File: config.mk
export PLATFORM = sky130hd
export DESIGN_NAME = ifetch_top
export DESIGN_NICKNAME = d
export VERILOG_FILES = /design/src/hdl/ifetch_pkg.sv /design/src/hdl/icache_if.sv /design/src/hdl/ifetch_top.sv /design/src/hdl/fetch_stage.sv /design/src/hdl/icache_ctrl.sv /design/src/hdl/icache_mem.sv
export VERILOG_INCLUDE_DIRS = /design/src /design/src/hdl
export SDC_FILE = /design/constraint.sdc
export NUM_CORES = 2
export LEC_CHECK = 0
export ABC_AREA = 1
export BUFFER_PORTS_ARGS = -buffer_cell sky130_fd_sc_hd__buf_2
export CAP_MARGIN = 10
export CORE_ASPECT_RATIO = 1.75
export CORE_MARGIN = 4
export CORE_UTILIZATION = 60
export CTS_CLUSTER_SIZE = 8
export DETAILED_ROUTE_END_ITERATION = 7
export PLACE_DENSITY = 0.77
export SETUP_SLACK_MARGIN = 0.02
export SYNTH_ARGS = -nofsm -noshare
export SYNTH_HDL_FRONTEND = slang
export SYNTH_SLANG_ARGS = --single-unit
File: constraint.sdc
create_clock -name clock -period 5.6 [get_ports clock]
set_input_delay 1.12 -clock clock [delete_from_list [all_inputs] [get_ports clock]]
set_output_delay 1.12 -clock clock [all_outputs]
set_load 0.02 [all_outputs]
File: src/hdl/ifetch_macros.svh
/*
 * instruction fetch front end
 * widths and constants shared by all blocks
 */

`ifndef IFETCH_MACROS_SVH
`define IFETCH_MACROS_SVH

// address and instruction width
`define IF_XLEN 32

// cache block and memory bus data width
`define IF_BLOCK_BITS 64

// direct mapped cache geometry
// index from pc bits 7..3, tag from pc bits 15..8 (64 KB space)
`define IF_INDEX_BITS 5
`define IF_TAG_BITS 8
`define IF_LINES 32

// memory transaction tag, zero means no transaction
`define IF_MEM_TAG_BITS 4

// bus size code for a double word transfer
`define IF_MEM_SIZE_DOUBLE 2'h3

`define IF_RESET_PC 32'h0000_0000

`endif
File: src/hdl/ifetch_pkg.sv
/*
 * instruction fetch types
 * memory bus opcodes and cache controller states
 */

`default_nettype none

package ifetch_pkg;

	////////////////////
	// memory bus
	////////////////////

	// store kept only for the bus encoding
	typedef enum logic [1:0] {
		cmd_none  = 2'h0,
		cmd_load  = 2'h1,
		cmd_store = 2'h2
	} mem_command_e;

	////////////////////
	// cache controller
	////////////////////

	// idle: serving hits
	// request: load on the bus until accepted
	// wait_data: waiting for the matching reply tag
	typedef enum logic [1:0] {
		st_idle      = 2'h0,
		st_request   = 2'h1,
		st_wait_data = 2'h2
	} icache_state_e;

endpackage

`default_nettype wire

File: src/hdl/icache_if.sv
/*
 * instruction cache memory port bundle
 * lookup and fill between the controller and the arrays
 */

`timescale 1ns/1ps
`default_nettype none

`include "ifetch_macros.svh"

interface icache_if;

	// lookup, set by the controller
	logic [`IF_INDEX_BITS-1:0] rd_idx;
	logic [`IF_TAG_BITS-1:0]   rd_tag;

	// lookup result from the arrays
	logic [`IF_BLOCK_BITS-1:0] rd_data;
	logic                      rd_hit;

	// block fill from a memory reply
	logic                      wr_en;
	logic [`IF_INDEX_BITS-1:0] wr_idx;
	logic [`IF_TAG_BITS-1:0]   wr_tag;
	logic [`IF_BLOCK_BITS-1:0] wr_data;

	// controller side
	modport ctrl (
		output rd_idx,
		output rd_tag,
		output wr_en,
		output wr_idx,
		output wr_tag,
		output wr_data,
		input  rd_data,
		input  rd_hit
	);

	// array side
	modport mem (
		input  rd_idx,
		input  rd_tag,
		input  wr_en,
		input  wr_idx,
		input  wr_tag,
		input  wr_data,
		output rd_data,
		output rd_hit
	);

endinterface

`default_nettype wire

File: src/hdl/ifetch_top.sv
/*
 * instruction fetch front end
 * fetch stage, cache controller and cache arrays
 * on a tagged memory bus
 */

`timescale 1ns/1ps
`default_nettype none

`include "ifetch_macros.svh"

module ifetch_top (
	input  logic                         clock,
	input  logic                         rst_n,

	// control
	input  logic                         stall,
	input  logic                         redirect_valid,
	input  logic [`IF_XLEN-1:0]          redirect_pc,

	// memory bus
	output ifetch_pkg::mem_command_e     mem_command,
	output logic [`IF_XLEN-1:0]          mem_addr,
	output logic [`IF_BLOCK_BITS-1:0]    mem_data,
	output logic [1:0]                   mem_size,
	input  logic [`IF_MEM_TAG_BITS-1:0]  mem_response,
	input  logic [`IF_MEM_TAG_BITS-1:0]  mem_tag,
	input  logic [`IF_BLOCK_BITS-1:0]    mem_data_in,

	// fetch output
	output logic                         fetch_valid,
	output logic [`IF_XLEN-1:0]          fetch_pc,
	output logic [`IF_XLEN-1:0]          fetch_inst
);

	// fetch to controller
	logic [`IF_XLEN-1:0] fetch_addr;
	logic [`IF_XLEN-1:0] inst_word;
	logic                inst_hit;

	// controller to arrays
	icache_if cache_bus ();

	// loads only, always a full block
	assign mem_data = '0;
	assign mem_size = `IF_MEM_SIZE_DOUBLE;

	////////////////////
	// fetch
	////////////////////

	fetch_stage fetch_stage_inst (
		.clock          (clock),
		.rst_n          (rst_n),
		.stall          (stall),
		.redirect_valid (redirect_valid),
		.redirect_pc    (redirect_pc),
		.fetch_addr     (fetch_addr),
		.inst_word      (inst_word),
		.inst_hit       (inst_hit),
		.fetch_valid    (fetch_valid),
		.fetch_pc       (fetch_pc),
		.fetch_inst     (fetch_inst)
	);

	////////////////////
	// icache
	////////////////////

	icache_ctrl icache_ctrl_inst (
		.clock        (clock),
		.rst_n        (rst_n),
		.fetch_addr   (fetch_addr),
		.inst_word    (inst_word),
		.inst_hit     (inst_hit),
		.cache        (cache_bus.ctrl),
		.mem_command  (mem_command),
		.mem_addr     (mem_addr),
		.mem_response (mem_response),
		.mem_tag      (mem_tag),
		.mem_data_in  (mem_data_in)
	);

	icache_mem icache_mem_inst (
		.clock (clock),
		.rst_n (rst_n),
		.cache (cache_bus.mem)
	);

endmodule

`default_nettype wire

File: src/hdl/fetch_stage.sv
/*
 * fetch stage
 * program counter with redirect and stall, registered fetch output
 */

`timescale 1ns/1ps
`default_nettype none

`include "ifetch_macros.svh"

module fetch_stage (
	input  logic                clock,
	input  logic                rst_n,

	// control
	input  logic                stall,
	input  logic                redirect_valid,
	input  logic [`IF_XLEN-1:0] redirect_pc,

	// cache lookup
	output logic [`IF_XLEN-1:0] fetch_addr,
	input  logic [`IF_XLEN-1:0] inst_word,
	input  logic                inst_hit,

	// fetch output
	output logic                fetch_valid,
	output logic [`IF_XLEN-1:0] fetch_pc,
	output logic [`IF_XLEN-1:0] fetch_inst
);

	logic [`IF_XLEN-1:0] pc;
	// hit accepted this cycle
	logic                take;

	// redirect wins over a hit in the same cycle
	assign take = inst_hit && !stall && !redirect_valid;

	// pc drives the cache lookup directly
	assign fetch_addr = pc;

	////////////////////
	// program counter
	////////////////////

	always_ff @(posedge clock or negedge rst_n) begin
		if (!rst_n) begin
			pc          <= `IF_RESET_PC;
			fetch_valid <= 1'b0;
		end else if (redirect_valid) begin
			// no output in the cycle after a redirect
			pc          <= redirect_pc;
			fetch_valid <= 1'b0;
		end else if (take) begin
			pc          <= pc + `IF_XLEN'd4;
			fetch_valid <= 1'b1;
		end else begin
			// miss or stall, pc holds
			fetch_valid <= 1'b0;
		end
	end

	////////////////////
	// output register
	////////////////////

	always_ff @(posedge clock) begin
		if (take) begin
			fetch_pc   <= pc;
			fetch_inst <= inst_word;
		end
	end

endmodule

`default_nettype wire

File: src/hdl/icache_ctrl.sv
/*
 * instruction cache controller
 * hit path word select, block load requests on the tagged
 * memory bus and cache fill on the matching reply tag
 */

`timescale 1ns/1ps
`default_nettype none

`include "ifetch_macros.svh"

module icache_ctrl (
	input  logic                         clock,
	input  logic                         rst_n,

	// fetch side
	input  logic [`IF_XLEN-1:0]          fetch_addr,
	output logic [`IF_XLEN-1:0]          inst_word,
	output logic                         inst_hit,

	// cache arrays
	icache_if.ctrl                       cache,

	// memory bus
	output ifetch_pkg::mem_command_e     mem_command,
	output logic [`IF_XLEN-1:0]          mem_addr,
	input  logic [`IF_MEM_TAG_BITS-1:0]  mem_response,
	input  logic [`IF_MEM_TAG_BITS-1:0]  mem_tag,
	input  logic [`IF_BLOCK_BITS-1:0]    mem_data_in
);

	// address split: offset, index, tag
	localparam int off_bits = $clog2(`IF_BLOCK_BITS / 8);
	localparam int idx_lo   = off_bits;
	localparam int idx_hi   = idx_lo + `IF_INDEX_BITS - 1;
	localparam int tag_lo   = idx_hi + 1;
	localparam int tag_hi   = tag_lo + `IF_TAG_BITS - 1;

	ifetch_pkg::icache_state_e state;
	ifetch_pkg::icache_state_e state_next;

	// block address of the outstanding miss
	logic [`IF_XLEN-1:0]         miss_addr;
	// tag given when memory took the request
	logic [`IF_MEM_TAG_BITS-1:0] pend_tag;

	logic start_miss;
	logic accepted;
	logic reply_match;

	////////////////////
	// hit path
	////////////////////

	assign cache.rd_idx = fetch_addr[idx_hi:idx_lo];
	assign cache.rd_tag = fetch_addr[tag_hi:tag_lo];

	// upper or lower word of the block
	assign inst_word = fetch_addr[off_bits-1] ?
		cache.rd_data[`IF_BLOCK_BITS-1 -: `IF_XLEN] :
		cache.rd_data[`IF_XLEN-1:0];
	assign inst_hit = cache.rd_hit;

	////////////////////
	// miss sequencing
	////////////////////

	assign start_miss  = (state == ifetch_pkg::st_idle) && !cache.rd_hit;
	// zero response is a refusal
	assign accepted    = (state == ifetch_pkg::st_request) && (mem_response != '0);
	assign reply_match = (state == ifetch_pkg::st_wait_data) && (mem_tag == pend_tag);

	always_comb begin
		state_next = state;
		case (state)
			ifetch_pkg::st_idle: begin
				if (start_miss) begin
					state_next = ifetch_pkg::st_request;
				end
			end
			ifetch_pkg::st_request: begin
				if (accepted) begin
					state_next = ifetch_pkg::st_wait_data;
				end
			end
			ifetch_pkg::st_wait_data: begin
				// fill still completes across a redirect
				if (reply_match) begin
					state_next = ifetch_pkg::st_idle;
				end
			end
			default: begin
				state_next = ifetch_pkg::st_idle;
			end
		endcase
	end

	always_ff @(posedge clock or negedge rst_n) begin
		if (!rst_n) begin
			state     <= ifetch_pkg::st_idle;
			miss_addr <= '0;
		end else begin
			state <= state_next;
			// block aligned, held through request
			if (start_miss) begin
				miss_addr <= {fetch_addr[`IF_XLEN-1:off_bits], {off_bits{1'b0}}};
			end
		end
	end

	always_ff @(posedge clock) begin
		if (accepted) begin
			pend_tag <= mem_response;
		end
	end

	// request stays on the bus until taken
	assign mem_command = (state == ifetch_pkg::st_request) ?
		ifetch_pkg::cmd_load : ifetch_pkg::cmd_none;
	assign mem_addr = miss_addr;

	////////////////////
	// fill
	////////////////////

	assign cache.wr_en   = reply_match;
	assign cache.wr_idx  = miss_addr[idx_hi:idx_lo];
	assign cache.wr_tag  = miss_addr[tag_hi:tag_lo];
	assign cache.wr_data = mem_data_in;

endmodule

`default_nettype wire

File: src/hdl/icache_mem.sv
/*
 * instruction cache arrays
 * direct mapped data, tag and valid storage
 * combinational lookup with tag compare, one block fill per cycle
 */

`timescale 1ns/1ps
`default_nettype none

`include "ifetch_macros.svh"

module icache_mem (
	input  logic    clock,
	input  logic    rst_n,
	icache_if.mem   cache
);

	// one entry per block
	logic [`IF_BLOCK_BITS-1:0] data_array [`IF_LINES];
	logic [`IF_TAG_BITS-1:0]   tag_array  [`IF_LINES];
	logic [`IF_LINES-1:0]      valid_bits;

	////////////////////
	// lookup
	////////////////////

	assign cache.rd_data = data_array[cache.rd_idx];

	// hit needs a filled entry with the same tag
	assign cache.rd_hit = valid_bits[cache.rd_idx] &&
		(tag_array[cache.rd_idx] == cache.rd_tag);

	////////////////////
	// fill
	////////////////////

	// valid bits, all clear out of reset
	always_ff @(posedge clock or negedge rst_n) begin
		if (!rst_n) begin
			valid_bits <= '0;
		end else if (cache.wr_en) begin
			valid_bits[cache.wr_idx] <= 1'b1;
		end
	end

	// block and tag written together
	always_ff @(posedge clock) begin
		if (cache.wr_en) begin
			data_array[cache.wr_idx] <= cache.wr_data;
			tag_array[cache.wr_idx]  <= cache.wr_tag;
		end
	end

endmodule

`default_nettype wire

==> flow_summary_export.csv <==
group,metric,value,unit
run_status,status,"finished clean",
worst_setup_path,cp.arrival,4.97,ns
placed_design,portBuffers,202,
route,dr_wl_met2,135000,um
cells_and_area,final_util,68.0,%
logic_synthesis,yosysSeqAreaShare,75.9,%
die,die_y,540,um
logic_synthesis,synth.area.top_cells,"edfxtp_1, o21ai_0, nor2_1, dfrtp_1, nand2_1",
logic_synthesis,ys.flop_type,"edfxtp_1",
timing,max_freq,0.220,GHz
route,top_layer,"met5",
clock_network,cts_resized,0,
die,coreArea,161000,um2
timing,rsz0062_at_grt,"no",
global_route,antenna_found_initial,27,
logic_synthesis,synth_top_area_share,73.4,%
route,vias,65500,
timing,slew_viol_final,0,
worst_setup_path,crit_path_end_kind,"flip-flop",
placed_design,hpwl,140000,um
worst_setup_path,critPathBufInv,6,
power,fin_total_pwr,45.6,mW
hold_path,holdCritPathClass,"input pin to asynchronous set/reset pin",
logic_synthesis,syn_area,97000,um2
power,power-per-cell-area,416,nW/um2
power,power_leakage,36.5,nW
logic_synthesis,yosysUniqueCellTypes,37,
route,drc,0,
clock_network,cts.sinks,2468,
logic_synthesis,syn_area_per_cell,13.3,um2
timing,finalClockSkew,0.0619,ns
timing,slew_headroom,14.2,%
worst_setup_path,cp_top_family,"buffers and inverters",
die,rows,195,
logic_synthesis,async_reset_ff_share,3.89,%
route,wl_met1,89300,um
die,ios,273,
worst_setup_path,path_common_cell,"nand2_1",
route,initialDrtViolationCount,9998,
cells_and_area,n_fill_cell,10200,
logic_synthesis,yosysTopAreaCell,"edfxtp_1",
route,first_pass_iters,6,
placed_design,dp.cells,9196,
worst_setup_path,crit_path_start_kind,"flip-flop",
power,ir_drop,0.307,mV
worst_setup_path,critical_path_class,"flip-flop to flip-flop",
route,avgRoutedWirePerCell,28.8,um
clock_network,clkTransAtPathRegs,0.05,ns
worst_setup_path,crit_slowest_cell,"dfrtp_4",
route,ant_nets,0,
clock_network,root_buffer,"clkbuf_16",
cells_and_area,finalNonFillerCells,9649,
flow_run,cap_violations,0,
die,dieArea,168000,um2
die,initial_core_util,60.2,%
global_route,grtUsageTotal,32.2,%
timing,setup_violations,0,
cells_and_area,nets,7590,
clock_network,cts_buffer_depth,4,
worst_setup_path,path_cells,"inv_6 > nand2_1 > buf_4 > inv_6 > nand2_1 > nand2_1 > inv_1 > nand2_1 > nand2_1 > nand2_1 > inv_1 > nand2_1 > nor2_1 > nand2_1 > nor2_1 > nand3b_1 > nor2_4 > buf_4",
cells_and_area,area_growth,12.8,%
cells_and_area,layout_common_cells,"edfxtp_1, nor2_1, o21ai_0",
timing,report.final.hold_viol_count,0,
clock_network,cts_hold_buf,0,
route,viasPerCell,6.79,
worst_setup_path,max_stage_delay,0.91,ns
worst_setup_path,critPathRequiredTime,6.03,ns
cells_and_area,final_common_cell,"edfxtp_1",
route,met3WireLength,33700,um
clock_network,insertion_delay,0.85,ns
global_route,grt_pass1_wl,406000,um
clock_network,post-cts-setup-buffers,0,
global_route,grt_max_degree,195,
logic_synthesis,synth_seq_cells,2468,
die,dieWidth,312,um
logic_synthesis,netlist_instances,7312,
route,wirelength,278000,um
timing,worst_slew_pin_slew,1.29,ns
cells_and_area,drive_above_1_share,10.4,%
global_route,grt_pass1_vias,64900,
timing,whs,0.362,ns
timing,final.period_utilization,81.1,%
placed_design,gp_congestion,0.889,
worst_setup_path,worstPathMaxFanout,57,
global_route,grt_overflow,0,
logic_synthesis,synth_edf_count,2372,
timing,period_minus_slack,4.54,ns
logic_synthesis,yosysWarnings,0,
clock_network,cts_tree,"built",
clock_network,cts_made_buffers,350,
clock_network,h-tree-depth,5,
-- report_power, final --
group          total, mW  internal [mW]  switching (mW)
Combinational       5.98           1.53            4.46
Sequential          21.1           20.7           0.351
Clock               18.5           11.2            7.28
Total               45.6           33.5            12.1
-- final timing paths --
kind                                              endpoint  slack (ns)                            from  cells past startpoint
min reg2reg                   fetch_stage_inst.fetch_pc[1]        0.46  fetch_stage_inst.fetch_addr[1]                      0
max in group asynchronous   fetch_stage_inst.fetch_addr[3]        4.03                           rst_n                      2
min                        fetch_stage_inst.fetch_addr[12]        0.36                           rst_n                      1
max reg2reg                 fetch_stage_inst.fetch_inst[8]        1.06  fetch_stage_inst.fetch_addr[5]                     18
min in group clock            fetch_stage_inst.fetch_pc[1]        0.46  fetch_stage_inst.fetch_addr[1]                      0
max                         fetch_stage_inst.fetch_inst[8]        1.06  fetch_stage_inst.fetch_addr[5]                     18
-- cells in the mapped netlist (11+ instances only) --
master and number:
buf_6 11, buf_4 87, dfrtp_1 96, o22ai_1 310
a21oi_1 126, o211ai_1 72, o221ai_1 203, a32o_1 32
buf_1 18, clkbuf_1 391, or2_2 18, inv_1 100
o21ai_0 1132, nand2_1 611, nand3_1 271, o21ai_1 34
xor2_1 26, a31oi_1 33, buf_2 78, nor2_1 1207
nand4_1 43, edfxtp_1 2372
-- per-layer routing --
metal	vias up	global-route usage, %
li1	27300	-
met3	1088	6.46
met5	-	0
met4	12	20.5
met2	5223	53.0
met1	31900	39.2
-- layout make-up --
| cell class | instances | area [um2] | area share, % |
|---|---|---|---|
| multi-input combinational | 4217 | 20800 | 19.0 |
| clock inverter | 18 | 320 | 0.293 |
| antenna | 16 | 40.0 | 0.0366 |
| sequential | 2468 | 73600 | 67.3 |
| inverter | 110 | 453 | 0.414 |
| clock buffer | 418 | 9090 | 8.30 |
| timing repair buffer | 334 | 2540 | 2.33 |
| tap | 2068 | 2590 | 2.36 |
-- sequential cells by signal, summed over array words and instances, names as in the netlist --
signal	cells
icache_mem_inst.data_array	2048
icache_mem_inst.tag_array	256
fetch_stage_inst.fetch_addr	32
fetch_stage_inst.fetch_inst	32
fetch_stage_inst.fetch_pc	32
icache_mem_inst.valid_bits	32
icache_ctrl_inst.mem_addr	29
icache_ctrl_inst.pend_tag	4
icache_ctrl_inst.state	2
fetch_stage_inst.fetch_valid	1
-- logic make-up (layout without fill, tap and decap cells) --
logic type | after synthesis | count (layout) | synth area share [%]
AO/OA/AOI/OAI | 1945 | 1945 | 11.6
XOR/XNOR | 27 | 27 | 0.244
adder cells (fa/ha/maj) | 1 | 1 | 0.0129
buffers and inverters | 695 | 880 | 3.21
flip-flops | 2468 | 2468 | 75.9
other | 2 | 86 | 0.00774
AND/OR/NAND/NOR | 2174 | 2174 | 9.00
-- worst reg2reg max path, cell delays in order, from the launching register on --
cell and delay [ns]:
dfrtp_4 0.91, inv_6 0.44, nand2_1 0.17, buf_4 0.28, inv_6 0.22, nand2_1 0.34
nand2_1 0.08, inv_1 0.08, nand2_1 0.06, nand2_1 0.10, nand2_1 0.09, inv_1 0.09
nand2_1 0.06, nor2_1 0.09, nand2_1 0.06, nor2_1 0.10, nand3b_1 0.13, nor2_4 0.12
buf_4 0.68
-- stage by stage --
stage | instance area [um2] | setup slack [ns] | setup TNS (ns)
2_1_floorplan | 97300 | -0.178 | -93.29
3_3_place_gp | 99900 | 1.30 | 0
3_5_place_dp | 100000 | 1.30 | 0
4_1_cts | 109000 | 1.24 | 0
5_1_grt | 109000 | 0.823 | 0
6_report | 109000 | 1.06 | 0
No activity file was read; power rests on OpenSTA's default activity.
